**src/common/execute_pkg.sv**
```systemverilog
package execute_pkg;

    ////////////////////
    // Widths fixed by the core
    localparam int XLEN    = 32;                // Data word width
    localparam int TAG_W   = 4;                 // Instruction tag width
    localparam int SHAMT_W = $clog2(XLEN);      // Shift amount bits

    typedef logic [XLEN-1:0]  word_t;           // Data word
    typedef logic [TAG_W-1:0] tag_t;            // Instruction tag

    ////////////////////
    // Functional unit selector
    typedef enum logic [2:0] {
        XU_ADDER  = 3'd0,                       // ADD SUB SLT SLTU
        XU_LOGIC  = 3'd1,                       // AND OR XOR
        XU_SHIFT  = 3'd2,                       // SLL SRL SRA
        XU_BRANCH = 3'd3,                       // Branches and jumps
        XU_BYPASS = 3'd4                        // Operand B passthrough
    } xu_e;

    ////////////////////
    // Operation codes, zero is the bubble
    typedef enum logic [4:0] {
        OP_NOTOKEN = 5'd0,                      // Bubble
        OP_ADD, OP_SUB, OP_SLT, OP_SLTU,        // Adder
        OP_AND, OP_OR, OP_XOR,                  // Logic
        OP_SLL, OP_SRL, OP_SRA,                 // Shift
        OP_BEQ, OP_BNE, OP_BLT, OP_BGE,         // Signed and equality branches
        OP_BLTU, OP_BGEU,                       // Unsigned branches
        OP_JAL, OP_JALR                         // Jumps
    } op_e;

    // Request from operand fetch, 140 bits
    typedef struct packed {
        word_t npc;                             // Instruction address
        word_t op_a;                            // Operand A
        word_t op_b;                            // Operand B
        word_t op_c;                            // Branch offset
        op_e   op;                              // Operation
        xu_e   xu;                              // Target unit
        tag_t  tag;                             // Instruction tag
    } exe_req_t;

    // Operands seen by one unit, 133 bits
    typedef struct packed {
        word_t npc;
        word_t op_a;
        word_t op_b;
        word_t op_c;
        op_e   op;
    } unit_req_t;

    // Response toward retire, 70 bits
    typedef struct packed {
        word_t result0;                         // Main result or link
        word_t result1;                         // Branch target
        logic  jump;                            // Branch taken
        logic  we;                              // Register write enable
        tag_t  tag;
    } exe_rsp_t;

endpackage
```
**src/execute/execute_stage.sv**
```systemverilog
module execute_stage (
    input  logic                  clk,
    input  logic                  reset_i,
    input  execute_pkg::exe_req_t req_i,        // One request per cycle
    output execute_pkg::exe_rsp_t rsp_o         // Result one cycle later
);
    import execute_pkg::*;

    unit_req_t req_fields;                      // Request minus routing fields
    unit_req_t adder_req;
    unit_req_t logic_req;
    unit_req_t shift_req;
    unit_req_t branch_req;
    logic      bubble;                          // Incoming op is a bubble

    word_t     adder_result;
    word_t     logic_result;
    word_t     shift_result;
    word_t     br_link;
    word_t     br_target;
    logic      br_jump;
    logic      br_we;

    word_t     bypass_q;                        // Bypass unit register
    xu_e       xu_q;                            // Selector for the mux
    tag_t      tag_q;
    logic      bubble_q;

    ////////////////////
    // Dispatcher
    assign bubble     = req_i.op == OP_NOTOKEN;
    assign req_fields = '{npc:  req_i.npc,
                          op_a: req_i.op_a,
                          op_b: req_i.op_b,
                          op_c: req_i.op_c,
                          op:   req_i.op};

    always_comb begin
        adder_req  = '0;                        // Idle units see OP_NOTOKEN
        logic_req  = '0;
        shift_req  = '0;
        branch_req = '0;
        case (req_i.xu)
            XU_ADDER:  adder_req  = req_fields;
            XU_LOGIC:  logic_req  = req_fields;
            XU_SHIFT:  shift_req  = req_fields;
            XU_BRANCH: branch_req = req_fields;
            default:   ;                        // Bypass handled below
        endcase
    end

    ////////////////////
    // Functional units
    adder_unit  u_adder  (.clk, .reset_i, .req_i(adder_req), .result_o(adder_result));
    logic_unit  u_logic  (.clk, .reset_i, .req_i(logic_req), .result_o(logic_result));
    shift_unit  u_shift  (.clk, .reset_i, .req_i(shift_req), .result_o(shift_result));
    branch_unit u_branch (
        .clk,
        .reset_i,
        .req_i    (branch_req),
        .link_o   (br_link),
        .target_o (br_target),
        .jump_o   (br_jump),
        .we_o     (br_we)
    );

    ////////////////////
    // Bypass and routing registers
    always_ff @(posedge clk) begin
        if (reset_i) begin
            bypass_q <= '0;
            xu_q     <= XU_ADDER;
            tag_q    <= '0;
            bubble_q <= 1'b1;                   // No retire until first request
        end else begin
            bypass_q <= (req_i.xu == XU_BYPASS && !bubble) ? req_i.op_b : '0;
            xu_q     <= req_i.xu;
            tag_q    <= req_i.tag;
            bubble_q <= bubble;
        end
    end

    ////////////////////
    // Result multiplexer
    always_comb begin
        rsp_o         = '0;
        rsp_o.we      = 1'b1;                   // Plain ALU results write rd
        rsp_o.tag     = tag_q;
        case (xu_q)
            XU_ADDER: rsp_o.result0 = adder_result;
            XU_LOGIC: rsp_o.result0 = logic_result;
            XU_SHIFT: rsp_o.result0 = shift_result;
            XU_BRANCH: begin
                rsp_o.result0 = br_link;
                rsp_o.result1 = br_target;
                rsp_o.jump    = br_jump;
                rsp_o.we      = br_we;
            end
            default:  rsp_o.result0 = bypass_q; // Bypass
        endcase
        if (bubble_q) begin
            rsp_o.we   = 1'b0;                  // Results pass, side effects dropped
            rsp_o.jump = 1'b0;
        end
    end

endmodule

```
**src/execute/branch_unit.sv**
```systemverilog
module branch_unit (
    input  logic                   clk,
    input  logic                   reset_i,
    input  execute_pkg::unit_req_t req_i,       // Operands from dispatcher
    output execute_pkg::word_t     link_o,      // Return address for jumps
    output execute_pkg::word_t     target_o,    // Branch or jump target
    output logic                   jump_o,      // Taken
    output logic                   we_o         // Link write enable
);
    import execute_pkg::*;

    word_t pc_target;                           // npc + offset
    word_t reg_target;                          // JALR target, bit 0 cleared
    word_t pc_link;                             // npc + 4
    logic  eq;
    logic  lt_s;
    logic  lt_u;
    word_t link_d;
    word_t target_d;
    logic  jump_d;
    logic  we_d;

    assign pc_target  = req_i.npc + req_i.op_c;
    assign reg_target = (req_i.op_a + req_i.op_c) & ~word_t'(1);
    assign pc_link    = req_i.npc + word_t'(4);
    assign eq         = req_i.op_a == req_i.op_b;
    assign lt_s       = $signed(req_i.op_a) < $signed(req_i.op_b);
    assign lt_u       = req_i.op_a < req_i.op_b;

    always_comb begin
        link_d   = '0;                          // Bubble defaults
        target_d = '0;
        jump_d   = 1'b0;
        we_d     = 1'b0;
        case (req_i.op)
            OP_BEQ:  begin target_d = pc_target; jump_d = eq;    end
            OP_BNE:  begin target_d = pc_target; jump_d = !eq;   end
            OP_BLT:  begin target_d = pc_target; jump_d = lt_s;  end
            OP_BGE:  begin target_d = pc_target; jump_d = !lt_s; end
            OP_BLTU: begin target_d = pc_target; jump_d = lt_u;  end
            OP_BGEU: begin target_d = pc_target; jump_d = !lt_u; end
            OP_JAL, OP_JALR: begin
                target_d = (req_i.op == OP_JAL) ? pc_target : reg_target;
                link_d   = pc_link;             // Written back to rd
                jump_d   = 1'b1;
                we_d     = 1'b1;
            end
            default: ;                          // Bubble keeps zeros
        endcase
    end

    always_ff @(posedge clk) begin
        if (reset_i) begin
            link_o   <= '0;
            target_o <= '0;
            jump_o   <= 1'b0;
            we_o     <= 1'b0;
        end else begin
            link_o   <= link_d;
            target_o <= target_d;
            jump_o   <= jump_d;
            we_o     <= we_d;
        end
    end

endmodule

```
**src/execute/shift_unit.sv**
```systemverilog
module shift_unit (
    input  logic                   clk,
    input  logic                   reset_i,
    input  execute_pkg::unit_req_t req_i,       // Operands from dispatcher
    output execute_pkg::word_t     result_o     // Registered result
);
    import execute_pkg::*;

    logic [SHAMT_W-1:0] shamt;                  // Low bits of operand B
    word_t              result_d;               // Next result

    assign shamt = req_i.op_b[SHAMT_W-1:0];

    always_comb begin
        case (req_i.op)
            OP_SLL:  result_d = req_i.op_a << shamt;
            OP_SRL:  result_d = req_i.op_a >> shamt;    // Zero fill
            OP_SRA:  result_d = word_t'($signed(req_i.op_a) >>> shamt);  // Sign fill
            default: result_d = '0;
        endcase
    end

    always_ff @(posedge clk) begin
        if (reset_i) begin
            result_o <= '0;
        end else begin
            result_o <= result_d;
        end
    end

endmodule

```
**src/execute/logic_unit.sv**
```systemverilog
module logic_unit (
    input  logic                   clk,
    input  logic                   reset_i,
    input  execute_pkg::unit_req_t req_i,       // Operands from dispatcher
    output execute_pkg::word_t     result_o     // Registered result
);
    import execute_pkg::*;

    word_t result_d;                            // Next result

    always_comb begin
        case (req_i.op)
            OP_AND:  result_d = req_i.op_a & req_i.op_b;
            OP_OR:   result_d = req_i.op_a | req_i.op_b;
            OP_XOR:  result_d = req_i.op_a ^ req_i.op_b;
            default: result_d = '0;             // Bubble clears
        endcase
    end

    always_ff @(posedge clk) begin
        if (reset_i) begin
            result_o <= '0;
        end else begin
            result_o <= result_d;
        end
    end

endmodule

```
**src/execute/adder_unit.sv**
```systemverilog
module adder_unit (
    input  logic                   clk,
    input  logic                   reset_i,
    input  execute_pkg::unit_req_t req_i,       // Operands from dispatcher
    output execute_pkg::word_t     result_o     // Registered result
);
    import execute_pkg::*;

    word_t result_d;                            // Next result
    logic  lt_signed;                           // Signed A < B
    logic  lt_unsigned;                         // Unsigned A < B

    assign lt_signed   = $signed(req_i.op_a) < $signed(req_i.op_b);
    assign lt_unsigned = req_i.op_a < req_i.op_b;

    always_comb begin
        case (req_i.op)
            OP_ADD:  result_d = req_i.op_a + req_i.op_b;
            OP_SUB:  result_d = req_i.op_a - req_i.op_b;
            OP_SLT:  result_d = word_t'(lt_signed);     // Zero extended flag
            OP_SLTU: result_d = word_t'(lt_unsigned);
            default: result_d = '0;                     // Bubble or foreign op
        endcase
    end

    always_ff @(posedge clk) begin
        if (reset_i) begin
            result_o <= '0;
        end else begin
            result_o <= result_d;
        end
    end

endmodule

```
**config.mk**
```make
export PLATFORM = sky130hd
export DESIGN_NAME = execute_stage
export DESIGN_NICKNAME = d
export VERILOG_FILES = /design/src/common/execute_pkg.sv /design/src/execute/execute_stage.sv /design/src/execute/branch_unit.sv /design/src/execute/shift_unit.sv /design/src/execute/logic_unit.sv /design/src/execute/adder_unit.sv
export SDC_FILE = /design/constraint.sdc
export NUM_CORES = 1
export LEC_CHECK = 0
export ABC_CLOCK_PERIOD_IN_PS = 5650
export BUFFER_PORTS_ARGS = -buffer_cell sky130_fd_sc_hd__buf_2
export CORE_ASPECT_RATIO = 1.5
export CORE_MARGIN = 2
export CORE_UTILIZATION = 23
export DETAILED_ROUTE_END_ITERATION = 8
export REMOVE_ABC_BUFFERS = 1
export SYNTH_ARGS = -nofsm -noshare
export SYNTH_HDL_FRONTEND = slang
export SYNTH_SLANG_ARGS = --single-unit
export TNS_END_PERCENT = 5
```
**constraint.sdc**
```tcl
create_clock -name clk -period 5.65 [get_ports clk]
set_clock_uncertainty 0.2 [all_clocks]
set_input_delay 0 -clock clk [delete_from_list [all_inputs] [get_ports clk]]
set_output_delay 0 -clock clk [all_outputs]
set_load 0.005 [all_outputs]
```
* After elaboration in Yosys (flattened, before gate mapping)
Index checks and enable logic that the tools add are counted.
** Storage, ports and cells
- Input bits :: 142
- Logic and storage cells :: 80
- Register bits after elaboration :: 202
- Output and inout port bits :: 70
** Operators by class
- $lt $le $gt $ge :: 4
- $add $sub $neg :: 5
- Eq/ne operators :: 26
- Reduce and logical (&&, ||, !) cells :: 12
- Shift-type cells :: 3
- Bitwise operators :: 5
- Mux-type cells :: 14
** Operators by type and width (count)
- two-way mux 101 bit :: 3
- case mux 32 bit (4 select lines) :: 2
- case mux 32 bit (3 select lines) :: 2
- two-way mux 133 bit :: 1
- < comparator 32 bit :: 4
- adder 32 bit :: 3
- case mux 32 bit (2 select lines) :: 1
- equality test 5 x 4 -> 1 bit (second input constant) :: 8
- two-way mux 34 bit :: 1
- adder 32 x 3 -> 32 bit (second input constant) :: 1
- AND 32 bit :: 1
- equality test 32 bit :: 1
- two-way mux 32 bit :: 1
- OR 32 bit :: 1
- << shifter 32 x 5 -> 32 bit :: 1
- right shift 32 x 5 -> 32 bit :: 1
- >>> shifter 32 x 5 -> 32 bit :: 1
- subtractor 32 bit :: 1
- XOR 32 bit :: 1
- equality test 5 x 3 -> 1 bit (second input constant) :: 4
- equality test 5 bit (second input constant) :: 3
- equality test 3 x 2 -> 1 bit (second input constant) :: 4
- equality test 5 x 2 -> 1 bit (second input constant) :: 2
- case mux 1 bit (7 select lines) :: 1
- 12 further kinds :: 20

* Depth between registers and ports, before layout
- Depth after elaboration :: 6
- Depth in mapped cells :: 19
- Gate-level depth less buffers :: 16

* Cells and area by module
A second synthesis with hierarchy kept.
** Second synthesis, totals
- Cells, all modules :: 3267
- Area total of the unflattened synthesis :: 24712.5 um^2
** Modules (own cells, without submodules)
- branch_unit :: sequential area each 1321.3 um^2, cells an instance 838, area each 6586.3 um^2, times used 1
- execute_stage :: sequential area each 800.8 um^2, cells an instance 873, area each 5993.2 um^2, times used 1
- adder_unit :: sequential area each 640.6 um^2, cells an instance 691, area each 4883.4 um^2, times used 1
- shift_unit :: sequential area each 640.6 um^2, cells an instance 586, area each 4559.4 um^2, times used 1
- logic_unit :: sequential area each 640.6 um^2, cells an instance 279, area each 2690.1 um^2, times used 1

* Worst setup path before layout
OpenSTA, ideal clock, no wires.
- Path type :: input to register
- Start point :: input req_i[44] (netlist name)
- End point :: register u_adder.result_o[0]
- Cell stages on the path :: 18
- Setup time :: 70 ps
- Setup slack :: 1576 ps
- Arrival :: 3804 ps
- Buffers on the path :: 4
- Path through :: buf_2 buf_1 buf_1 clkbuf_1 and2_1 ha_1 inv_1 fa_1 a211oi_1 o211ai_1 a21oi_1 nor2_1 a21oi_1 o21bai_1 a221o_1 a41o_1 a211o_1 a21oi_1
** Between the ends
- Cells in the longest elaborated chain, start to end :: 3
- Elaborated cells between the ends (all ways) :: 6
- Those cells by class :: add/sub: 2; order compare: 2; mux: 2
** RTL lines
- start: declaration :: line execute_stage.sv:4 : input execute_pkg::exe_req_t req_i,
- two-way mux 101 bit (*) :: line execute_stage.sv:43 : case (req_i.xu)
- subtractor 32 bit, or another cell as far along :: line adder_unit.sv:19 : OP_SUB: result_d = req_i.op_a - req_i.op_b;
- case mux 32 bit (4 select lines) (*) :: line adder_unit.sv:17 : case (req_i.op)
- end signal: assignment :: line adder_unit.sv:30 : result_o <= result_d;
- end: declaration :: line adder_unit.sv:5 : output execute_pkg::word_t result_o
Every way passes the cells marked *; elsewhere a longest branch is shown, timed or not.
A chain may end at the register's enable or synchronous reset.

* Final worst setup path
- Start point :: input req_i[6] (netlist name)
- End point :: register u_branch.jump_o
** Between the ends
- Cells in the longest elaborated chain, start to end :: 5
- Elaborated cells between the ends (all ways) :: 18
- Those cells by class :: order compare: 2; eq/ne: 10; mux: 2; reduce/logical: 4
** RTL lines
- equality test 3 x 2 -> 1 bit (*) :: line execute_stage.sv:43
- two-way mux 133 bit (*) :: line execute_stage.sv:43
- < comparator 32 bit, or another cell as far along :: line branch_unit.sv:28 : assign lt_u = req_i.op_a < req_i.op_b;
- logical NOT 1 bit, or another cell as far along :: line branch_unit.sv:41 : OP_BGEU: begin target_d = pc_target; jump_d = !lt_u; end
- case mux 1 bit (7 select lines) (*) :: line branch_unit.sv:35 : case (req_i.op)
- end signal: assignment :: line branch_unit.sv:61 : jump_o <= jump_d;
- end: declaration :: line branch_unit.sv:7 : output logic jump_o,
Marked as above.

==> flow_metrics.env <==
export IMPL_rsz0062_at_grt="false"
export IMPL_synth_distinct_cells=88
export IMPL_yosys_warnings=0
export IMPL_post_place_cells=4226
export IMPL_grt_max_degree=76
export IMPL_seq_area_sq_um=4050
export IMPL_yosysSeqAreaShare_pct=18.7
export IMPL_synth_most_common_cell="nor2_1"
export IMPL_status="finished, final reports clean"
export IMPL_required_ns=5.97
export IMPL_drv_cap=0
export IMPL_portBuffers=211
export IMPL_drt_initial_drc_count=1968
export IMPL_routed_via_density=5.34
export IMPL_dieHeight_um=380
export IMPL_tightest_slew_ns=1.25
export IMPL_clkPwrFrac_pct=41.7
export IMPL_period_share_pct=94.6
export IMPL_crit_fanout=75
export IMPL_stdcell_count=4431
export IMPL_ys_ff_latch=202
export IMPL_area_growth_syn_to_layout_pct=22.0
export IMPL_arrival_ns=5.66
export IMPL_power_density_nw_per_um2=163
export IMPL_fp_row_count=137
export IMPL_nets=3522
export IMPL_cts_buffer_depth=3
export IMPL_synth_top_cell_by_area="dfxtp_1"
export IMPL_wl_per_cell_um=23.4
export IMPL_synth_area_sq_um=21600
export IMPL_dieArea_sq_um=96600
export IMPL_setup_violations=0
export IMPL_path_delay_family="buffers and inverters"
export IMPL_gp_congestion=0.988
export IMPL_ys_top_cells_by_count="322 x nor2_1, 293 x nand2_1, 228 x and2_1"
export IMPL_setup_worst_path_end="u_branch.jump_o"
export IMPL_vdd_drop_max_uv=159
export IMPL_wl_um=104000
export IMPL_fin_area_sq_um=26400
export IMPL_hold_violations=0
export IMPL_avgSynthCellArea_sq_um=7.44
export IMPL_cp_cell_sequence="dlygate4sd3_1, buf_2, and3b_4, buf_4, nand2_1, ha_1, nand4_1, nor3_1, nand3_1, o211ai_1, a21oi_1, mux2i_1, mux2i_1, nand4_1, dlygate4sd3_1, a31oi_1, dlygate4sd3_1"
export IMPL_slowest_delay_ns=0.68
export IMPL_fp_dieW_um=254
export IMPL_crit_path_start="req_i[6]"
export IMPL_hp_class="input pin to register"
export IMPL_async_flop_share_pct=0
export IMPL_relSlewSlack_pct=15.7
export IMPL_grt_antenna_before_repair=10
export IMPL_leakage_nw=11.4
export IMPL_start_kind="input pin"
export IMPL_grt_ovfl_total=0
export IMPL_first_pass_iters=6
export IMPL_holdWs_ns=0.0124
export IMPL_core_area_sq_um=93100
export IMPL_io_pins=212
export IMPL_dp_hpwl_um=79600
export IMPL_critPathCaptureType="register"
export IMPL_crit_path_frequent_cell="dlygate4sd3_1"
export IMPL_p_sw_mw=1.42
export IMPL_synth_edf_count=0
export IMPL_slowest_stage="and3b_4"
export IMPL_cp_depth=17
export IMPL_crit_buf_inv=5
export IMPL_fmax_mhz=187
export IMPL_cts_resized=0
export IMPL_crit_type="input pin to register"
export IMPL_grt_pass1_vias=23700
export IMPL_clock_sinks=202
export IMPL_fillers=10200
export IMPL_fin_crit_ns=5.34
export IMPL_maxSlewViolCount=0
export IMPL_vias=23700
export IMPL_cts_buffers=24
export IMPL_netlist_area_leader_share_pct=18.7
export IMPL_htreeDepth=1
export IMPL_synthFlopType="dfxtp_1"
export IMPL_grt_first_pass_wirelength_um=152000
export IMPL_power_mw=4.30
export IMPL_ant_nets=0
export IMPL_pwr_share_seq_pct=33.3
export IMPL_internal_power_mw=2.88
export IMPL_placed_area_sq_um=24000
export IMPL_initial_core_util_pct=23.2
export IMPL_drive_above_1_share_pct=14.3
export IMPL_grt_use_total_pct=20.9
export IMPL_drc=0
export IMPL_clk_pin_slew_ns=0.08
export IMPL_syn_inst=2910
export IMPL_power_frac_comb_pct=24.9
export IMPL_multiInputGateArea_sq_um=16300
export IMPL_swShare_pct=33.1
export IMPL_synth_area_top_cells="dfxtp_1 19%, ha_1 13%, and2_1 6.6%"
export IMPL_tritoncts="built"
export IMPL_cts_root_buffer="clkbuf_16"
[worst min-delay path, delay by kind of cell]
family,cells,cell delay [ns]
fa+ha+maj,1,0.22
compound gates,1,0.17
simple gates,1,0.16
buf+inv,1,0.09
xor+xnor,1,0.09
[state kept, by name, summed over array words and instances (netlist names)]
| name | count |
|---|---|
| u_adder.result_o | 32 |
| u_branch.link_o | 32 |
| xu_q | 3 |
| u_branch.jump_o | 1 |
| tag_q | 4 |
| bubble_q | 1 |
| bypass_q | 32 |
| u_logic.result_o | 32 |
| u_branch.target_o | 32 |
| u_shift.result_o | 32 |
| u_branch.we_o | 1 |
[power groups by stage]
stage	Combinational (mW)	Clock [mW]	Sequential, mW
floorplan	0.531	0	1.48
global placement	0.957	0	1.47
detailed placement	0.963	0	1.47
CTS	1.05	1.84	1.43
global route	1.15	1.88	1.43
finish	1.07	1.79	1.43
[per-layer routing]
| layer | track usage (%) | share of wire (%) | wire length, um |
|---|---|---|---|
| met4 | 16.7 | 9.3 | 9640 |
| met5 | 0 | 0.013 | 13 |
| met1 | 22.5 | 36 | 37500 |
| met2 | 36.5 | 49 | 50600 |
| met3 | 2.67 | 5.6 | 5800 |
[cells in the final DEF, fill, tap and decap left out, drive strengths merged, types with 37 or more instances in the layout]
cell,count
o21ai,145
xor2,40
a22oi,50
mux2i,38
xnor2,42
dlygate4sd3,156
nor2,325
dfxtp,202
ha,219
and2,231
nor3,64
nand2,293
mux4,58
buf,266
a211oi,44
a31oi,37
o22ai,46
a21oi,217
inv,151
a21o,48
mux2,40
nand3,64
[through the flow]
step / util, % / setup TNS [ns] / setup WS (ns)
floorplan: - / -55.00 / -1.93
global placement: 25.7 / 0 / 1.14
detailed placement: 25.7 / 0 / 1.09
CTS: 28.3 / 0 / 0.448
global route: 28.4 / 0 / 0.0156
finish: 28.4 / 0 / 0.305
[repair_timing]
item,CTS,global route
setup buffers,0,0
hold endpoints to repair,135,0
hold buffers,156,0
[worst min-delay path by stage]
stage | from | end | slack, ns | cells after the start
CTS | req_i[29] | u_branch.target_o[17] | 0.002 | 6
finish | req_i[31] | u_branch.target_o[19] | 0.01 | 5
global route | req_i[29] | u_branch.target_o[17] | 0.05 | 6
floorplan | reset_i | u_branch.target_o[4] | -0.13 | 1
global placement | req_i[3] | tag_q[3] | 0.01 | 2
detailed placement | req_i[0] | tag_q[0] | 0.02 | 2
[final cells by class]
type                    count  area share, %
diodes                      7         0.0664
flip-flops and latches    202           15.3
repair buffers            422           11.6
multi-input cells        2355           61.7
inverters                 152           2.16
clock inverters            13          0.768
clock buffers              29           2.47
well taps                1251           5.93
[logic make-up after synthesis]
kind of cell,after synthesis,share of synthesized area (%)
xor gates and xnor gates,82,3.32
and+or+nand+nor,1137,25.4
adders and majority gates,224,13.1
DFF,202,18.7
AOI/OAI and AO/OA,776,23.4
buffers and inverters,353,6.27
muxes,136,9.88
No activity file was read; power rests on OpenSTA's default activity.
